**src/hdl/icache_pkg.sv**
```systemverilog
package icache_pkg;

    // address split: tag 31:12, index 11:5, offset 4:0
    localparam int TAG_W    = 20;
    localparam int INDEX_W  = 7;
    localparam int OFFSET_W = 5;
    localparam int BANK_NUM = 8;
    localparam int SET_NUM  = 128;
    localparam int TAGV_W   = 21;

    typedef logic [31:0] addr_t;
    typedef logic [31:0] inst_t;

    // bank i sits at bits 32*i up
    typedef logic [BANK_NUM*32-1:0] line_t;

    typedef logic [TAG_W-1:0]    tag_t;
    typedef logic [INDEX_W-1:0]  index_t;
    typedef logic [OFFSET_W-3:0] word_sel_t;

    // valid bit on top
    typedef logic [TAGV_W-1:0] tagv_t;

    typedef logic [1:0] cacop_mode_t;

    typedef struct packed {
        addr_t pc;
        logic  uncached;
    } fetch_req_t;

    typedef struct packed {
        addr_t pc;
        inst_t inst;
    } fetch_resp_t;

    typedef enum logic [1:0] {
        ST_IDLE,
        ST_MISS,
        ST_UNCACHED,
        ST_CACOP
    } icache_state_t;

endpackage
```
**src/hdl/icache_ctrl.sv**
```systemverilog
`timescale 1ns/100ps

module icache_ctrl (
    input  logic                    clk,
    input  logic                    reset,
    input  logic                    req_valid_i,
    input  icache_pkg::fetch_req_t  req_i,
    input  logic                    flush_i,
    input  logic                    cacop_en_i,
    input  icache_pkg::cacop_mode_t cacop_mode_i,
    input  icache_pkg::addr_t       cacop_addr_i,
    output logic                    stall_o,
    output logic                    resp_valid_o,
    output icache_pkg::fetch_resp_t resp_o,
    output logic                    rd_req_o,
    output icache_pkg::addr_t       rd_addr_o,
    input  logic                    ret_valid_i,
    input  icache_pkg::line_t       ret_data_i,
    output logic                    uc_ren_o,
    output icache_pkg::addr_t       uc_addr_o,
    input  logic                    uc_rvalid_i,
    input  icache_pkg::inst_t       uc_rdata_i,
    output icache_pkg::index_t      rd_index_o,
    output icache_pkg::tag_t        cmp_tag_o,
    output icache_pkg::word_sel_t   word_sel_o,
    input  logic [1:0]              way_hit_i,
    input  icache_pkg::inst_t       way0_word_i,
    input  icache_pkg::inst_t       way1_word_i,
    output logic [1:0]              way_wr_en_o,
    output logic                    line_wr_en_o,
    output icache_pkg::index_t      wr_index_o,
    output icache_pkg::tagv_t       wr_tagv_o,
    output icache_pkg::line_t       wr_line_o,
    input  logic                    sweep_busy_i
);

    import icache_pkg::*;

    icache_state_t state;
    fetch_req_t    req_q;
    logic          req_vld;
    logic          cacop_phase;
    index_t        cacop_idx;
    logic [SET_NUM-1:0] lru;

    logic   lookup_live;
    logic   hit_any;
    logic   hit_done;
    logic   miss_start;
    logic   uc_start;
    logic   fill_done;
    logic   uc_done;
    logic   accept;
    logic   cacop_go;
    logic   victim;
    index_t req_idx;
    inst_t  fill_word;

    assign req_idx    = req_q.pc[11:5];
    assign rd_index_o = req_i.pc[11:5];
    assign cmp_tag_o  = req_q.pc[31:12];
    assign word_sel_o = req_q.pc[4:2];

    // a flush in the lookup cycle drops the request before any refill
    assign lookup_live = (state == ST_IDLE) && req_vld && !flush_i;
    assign hit_any     = |way_hit_i;
    assign hit_done    = lookup_live && !req_q.uncached && hit_any;
    assign miss_start  = lookup_live && !req_q.uncached && !hit_any;
    assign uc_start    = lookup_live && req_q.uncached;
    assign fill_done   = (state == ST_MISS) && ret_valid_i;
    assign uc_done     = (state == ST_UNCACHED) && uc_rvalid_i;

    assign stall_o  = sweep_busy_i || (state != ST_IDLE) || miss_start || uc_start;
    assign cacop_go = cacop_en_i && !stall_o && (cacop_mode_i != 2'd3);
    assign accept   = req_valid_i && !stall_o && !flush_i && !cacop_go;

    always_ff @(posedge clk) begin
        if (reset) begin
            state       <= ST_IDLE;
            cacop_phase <= 1'b0;
        end else begin
            case (state)
                ST_IDLE: begin
                    if (cacop_go) begin
                        state <= ST_CACOP;
                    end else if (miss_start) begin
                        state <= ST_MISS;
                    end else if (uc_start) begin
                        state <= ST_UNCACHED;
                    end
                end
                ST_MISS: begin
                    if (ret_valid_i) begin
                        state <= ST_IDLE;
                    end
                end
                ST_UNCACHED: begin
                    if (uc_rvalid_i) begin
                        state <= ST_IDLE;
                    end
                end
                default: begin
                    // tag write, then one settling cycle
                    cacop_phase <= ~cacop_phase;
                    if (cacop_phase) begin
                        state <= ST_IDLE;
                    end
                end
            endcase
        end
    end

    always_ff @(posedge clk) begin
        if (reset) begin
            req_vld <= 1'b0;
        end else if (flush_i) begin
            req_vld <= 1'b0;
        end else if (accept) begin
            req_vld <= 1'b1;
        end else if (!stall_o || fill_done || uc_done) begin
            req_vld <= 1'b0;
        end
    end

    always_ff @(posedge clk) begin
        if (accept) begin
            req_q <= req_i;
        end
        if (cacop_go) begin
            cacop_idx <= cacop_addr_i[11:5];
        end
    end

    // lru bit names the next victim
    assign victim = lru[req_idx];

    always_ff @(posedge clk) begin
        if (reset) begin
            lru <= '0;
        end else if (hit_done) begin
            lru[req_idx] <= way_hit_i[0];
        end else if (fill_done) begin
            lru[req_idx] <= ~victim;
        end
    end

    assign fill_word = ret_data_i[32*word_sel_o +: 32];

    always_comb begin
        resp_o.pc = req_q.pc;
        if (state == ST_UNCACHED) begin
            resp_o.inst = uc_rdata_i;
        end else if (state == ST_MISS) begin
            resp_o.inst = fill_word;
        end else begin
            resp_o.inst = way_hit_i[0] ? way0_word_i : way1_word_i;
        end
    end

    assign resp_valid_o = hit_done || ((fill_done || uc_done) && req_vld && !flush_i);

    assign rd_req_o  = miss_start || (state == ST_MISS);
    assign rd_addr_o = {req_q.pc[31:OFFSET_W], OFFSET_W'(0)};
    assign uc_ren_o  = uc_start || (state == ST_UNCACHED);
    assign uc_addr_o = req_q.pc;

    always_comb begin
        way_wr_en_o  = 2'b00;
        line_wr_en_o = 1'b0;
        wr_index_o   = req_idx;
        wr_tagv_o    = {1'b1, req_q.pc[31:12]};
        if ((state == ST_CACOP) && !cacop_phase) begin
            // invalidate both ways of the set
            way_wr_en_o = 2'b11;
            wr_index_o  = cacop_idx;
            wr_tagv_o   = '0;
        end else if (fill_done) begin
            way_wr_en_o[victim] = 1'b1;
            line_wr_en_o        = 1'b1;
        end
    end

    assign wr_line_o = ret_data_i;

endmodule

```
**config.mk**
```make
export PLATFORM = sky130hd
export DESIGN_NAME = icache_ctrl
export DESIGN_NICKNAME = d
export VERILOG_FILES = /design/src/hdl/icache_pkg.sv /design/src/hdl/icache_ctrl.sv
export SDC_FILE = /design/constraint.sdc
export NUM_CORES = 1
export LEC_CHECK = 0
export BUFFER_PORTS_ARGS = -buffer_cell sky130_fd_sc_hd__buf_4
export CELL_PAD_IN_SITES_DETAIL_PLACEMENT = 1
export CELL_PAD_IN_SITES_GLOBAL_PLACEMENT = 2
export CORE_AREA = 2 2 344 346
export DETAILED_ROUTE_END_ITERATION = 12
export DIE_AREA = 0 0 346 348
export GPL_ROUTABILITY_DRIVEN = 0
export GPL_TIMING_DRIVEN = 0
export PLACE_DENSITY_LB_ADDON = 0.1
export SKIP_CTS_REPAIR_TIMING = 1
export SYNTH_ARGS = -nofsm -noshare
export SYNTH_HDL_FRONTEND = slang
export SYNTH_SLANG_ARGS = --single-unit
```
**constraint.sdc**
```tcl
create_clock -name clk -period 4.5 [get_ports clk]
set_clock_uncertainty 0.05 [all_clocks]
set_input_delay 0.675 -clock clk [delete_from_list [all_inputs] [get_ports clk]]
set_output_delay 0.675 -clock clk [all_outputs]
set_load 0.1 [all_outputs]
```
==> flow_summary_export.csv <==
group,metric,value,unit
synth,syn-cell-area,15400,um^2
power,switching_power,4.61,mW
detailed_routing,vias,18656,
timing,maxClockFrequency,222,MHz
floorplanning,design.core.area,117000,um^2
floorplanning,io_pins,878,
worst_setup_path,crit_required,3.77,ns
run,cap_violations,0,
synth,syn_area_per_cell,8.19,um^2
detailed_routing,avgViaCountPerCell,4.32,
final_layout,final_area,24600,um^2
floorplanning,placementRows,126,
clock_network,h-tree-depth,4,
power,seqPwrFrac,20.0,%
synth,async_flop_share,0,%
grt,grt-ovfl-total,0,
final_layout,finalNonFillerCells,4316,
timing,holdWs,0.296,ns
floorplanning,die_y,348,um
synth,synth-edff-count,40,
synth,synth_top_area_share,18.9,%
worst_setup_path,worstReg2RegStart,"state[1]",
grt,grt_max_degree,19,
timing,min_period,4.51,ns
floorplanning,die_w,346,um
final_layout,area_delta_synth_final,59.6,%
clock_network,root_buffer,"clkbuf_16",
clock_network,cts_buffer_depth,2,
timing,worst_pin_slew,1.38,ns
timing,final.setup.worst_slack,-0.0115,ns
synth,ys_ff_latch,172,
floorplanning,start_util,13.2,%
clock_network,clock_latency,0.50,ns
detailed_routing,drt_iter0_drc,1292,
synth,syn_inst,1882,
clock_network,clkTransAtPathRegs,0.07,ns
hold_path,min_from,"req_i[14]",
clock_network,clock_sinks,172,
timing,relSlewSlack,7.96,%
worst_setup_path,critPathCaptureType,"output port",
clock_network,tritoncts,"built",
worst_setup_path,cp_data_arrival_time,3.79,ns
synth,synth_area_leader_cell,"buf_4",
place,placed_cell_area,23700,um^2
final_layout,fin_nets,3190,
clock_network,cts_inserted_buffers,17,
power,power_density,337,nW/um^2
hold_path,hold_depth,1,
timing,drv_slew,0,
synth,synth_commonest_cells,"buf_4 (387), o21ai_0 (162), a21oi_1 (161), clkbuf_1 (152), nand2b_1 (136)",
power,ir_drop,309,uV
worst_setup_path,worstSetupStartpoint,"uc_addr_o[5]",
power,p_comb_share,60.1,%
worst_setup_path,crit_fanout,10,
synth,ys_top_cells_by_area,"buf_4 (19%), dfxtp_1 (17%), mux4_2 (9.4%)",
worst_setup_path,rr_worst_depth,10,
timing,setup_viol,1,
power,internal_power,3.68,mW
floorplanning,dieArea,120000,um^2
final_layout,layout-drive-gt1-share,51.3,%
synth,yosysMostFrequentCell,"buf_4",
synth,yosysSeqAreaShare,24.9,%
timing,rsz0062_at_grt,"true",
detailed_routing,ant_nets,0,
outcome,violations,"setup timing",
place,hpwl,131000,um
timing,hold_viol_final,0,
detailed_routing,wirelength,156000,um
power,p_leak,10.4,nW
detailed_routing,detail_route.wl_per_cell,36.1,um
timing,setup_tns,-0.0115,ns
grt,track_usage,24.9,%
place,io_buffers,845,
synth,synth_ff_type,"dfxtp_1",
worst_setup_path,worstSetupPathType,"register to output port",
grt,grt_pass1_wl,198000,um
detailed_routing,drc,0,
hold_path,hp-class,"input port to register",
timing,min_period_over_period,100,%
outcome,status,"finished with violations",
worst_setup_path,start_kind,"register",
grt,grt_antenna_before_repair,18,
synth,yosysWarnings,0,
synth,synthDistinctLibCells,41,
power,clkPwrFrac,19.8,%
power,switching_share,55.6,%
power,p_total,8.29,mW
detailed_routing,dr.pass1.iters,5,
place,dp.cells,4268,
grt,grt_pass1_vias,19099,
-- through the flow --
step                setup WS, ns  utilization (%)
floorplan                 0.0971                -
global placement          -0.284             20.3
detailed placement        -0.327             20.3
CTS                       -0.932             20.8
global route             -0.0357             21.0
finish                   -0.0115             21.0
-- power groups by stage --
stage | Clock [mW] | Sequential [mW] | Combinational, mW
after floorplan | 0 | 1.67 | 3.36
after global placement | 0 | 1.69 | 4.96
after detailed placement | 0 | 1.69 | 4.96
after CTS | 1.69 | 1.66 | 4.97
after global routing | 1.73 | 1.67 | 5.08
final | 1.65 | 1.66 | 4.99
-- registers in the layout, indices dropped and copies added, names as in the netlist --
signal	flops
lru	128
cacop_phase	1
cacop_idx	7
state	2
uc_addr_o	32
req_q	1
req_vld	1
-- final timing paths --
kind	endpoint	slack, ns
max reg2reg	lru[55]	0.38
min	uc_addr_o[13]	0.30
max	way_wr_en_o[0]	-0.01
min reg2reg	cacop_phase	0.45
-- metal layers --
metal	GRT usage [%]	routed length [um]
met5	0	10
met4	9.20	5920
met3	6.44	10900
met2	43.3	76300
met1	29.3	62600
-- cells in the final DEF, fill, tap and decap left out, types with 2 or more instances in the layout --
| master | count |
|---|---|
| buf_4 | 1235 |
| a21oi_1 | 161 |
| clkbuf_1 | 151 |
| nand2b_1 | 136 |
| dfxtp_1 | 132 |
| nand3_1 | 129 |
| a31oi_1 | 129 |
| o21ai_0 | 124 |
| mux2i_1 | 81 |
| mux4_2 | 64 |
| nand2_1 | 61 |
| o21ai_1 | 51 |
| nor2_1 | 49 |
| edfxtp_1 | 40 |
| mux2_2 | 33 |
| o22ai_1 | 32 |
| and2_1 | 21 |
| clkbuf_16 | 19 |
| mux2i_2 | 14 |
| diode_2 | 11 |
| clkbuf_2 | 11 |
| buf_2 | 9 |
| nor3_1 | 9 |
| buf_6 | 7 |
| inv_1 | 6 |
| buf_12 | 6 |
| nor3b_1 | 6 |
| conb_1 | 5 |
| ha_1 | 4 |
| buf_1 | 3 |
| nor2b_1 | 3 |
| a41oi_1 | 3 |
| clkbuf_8 | 3 |
| buf_8 | 2 |
| o21ai_2 | 2 |
| or2_2 | 2 |
| a22oi_1 | 2 |
| bufinv_16 | 2 |
-- logic make-up (layout without fill, tap and decap cells) --
kind of cell	Yosys count	after routing	share of synthesized area [%]
AND/OR/NAND/NOR	425	425	14.4
flip-flops	172	172	24.9
AO/OA/AOI/OAI	512	512	18.2
adder cells (fa/ha/maj)	4	4	0.325
other	1	16	0.0243
buffers and inverters	575	1458	24.1
multiplexers	193	193	18.0
-- worst max-delay path, stage by stage (launching register included) --
cell and delay, ns:
edfxtp_1 0.38, buf_12 0.14, clkbuf_16 0.17, buf_12 0.20
mux2i_2 0.35, o22ai_1 0.12, o21ai_1 0.20, a41oi_2 0.20
or4_4 0.56, buf_6 0.20, buf_2 0.21, o21ai_4 0.31
buf_12 0.22
-- layout make-up --
type | count | area [um^2]
antenna | 11 | 27.5
buffer | 567 | 3730
clock buffer | 26 | 510
clock inverter | 5 | 81.3
fill | 13994 | 92400
inverter | 6 | 22.5
multi-input combinational | 1139 | 7990
sequential | 172 | 3840
tap | 1536 | 1920
timing repair buffer | 854 | 6460
(Power assumes the default switching activity.)
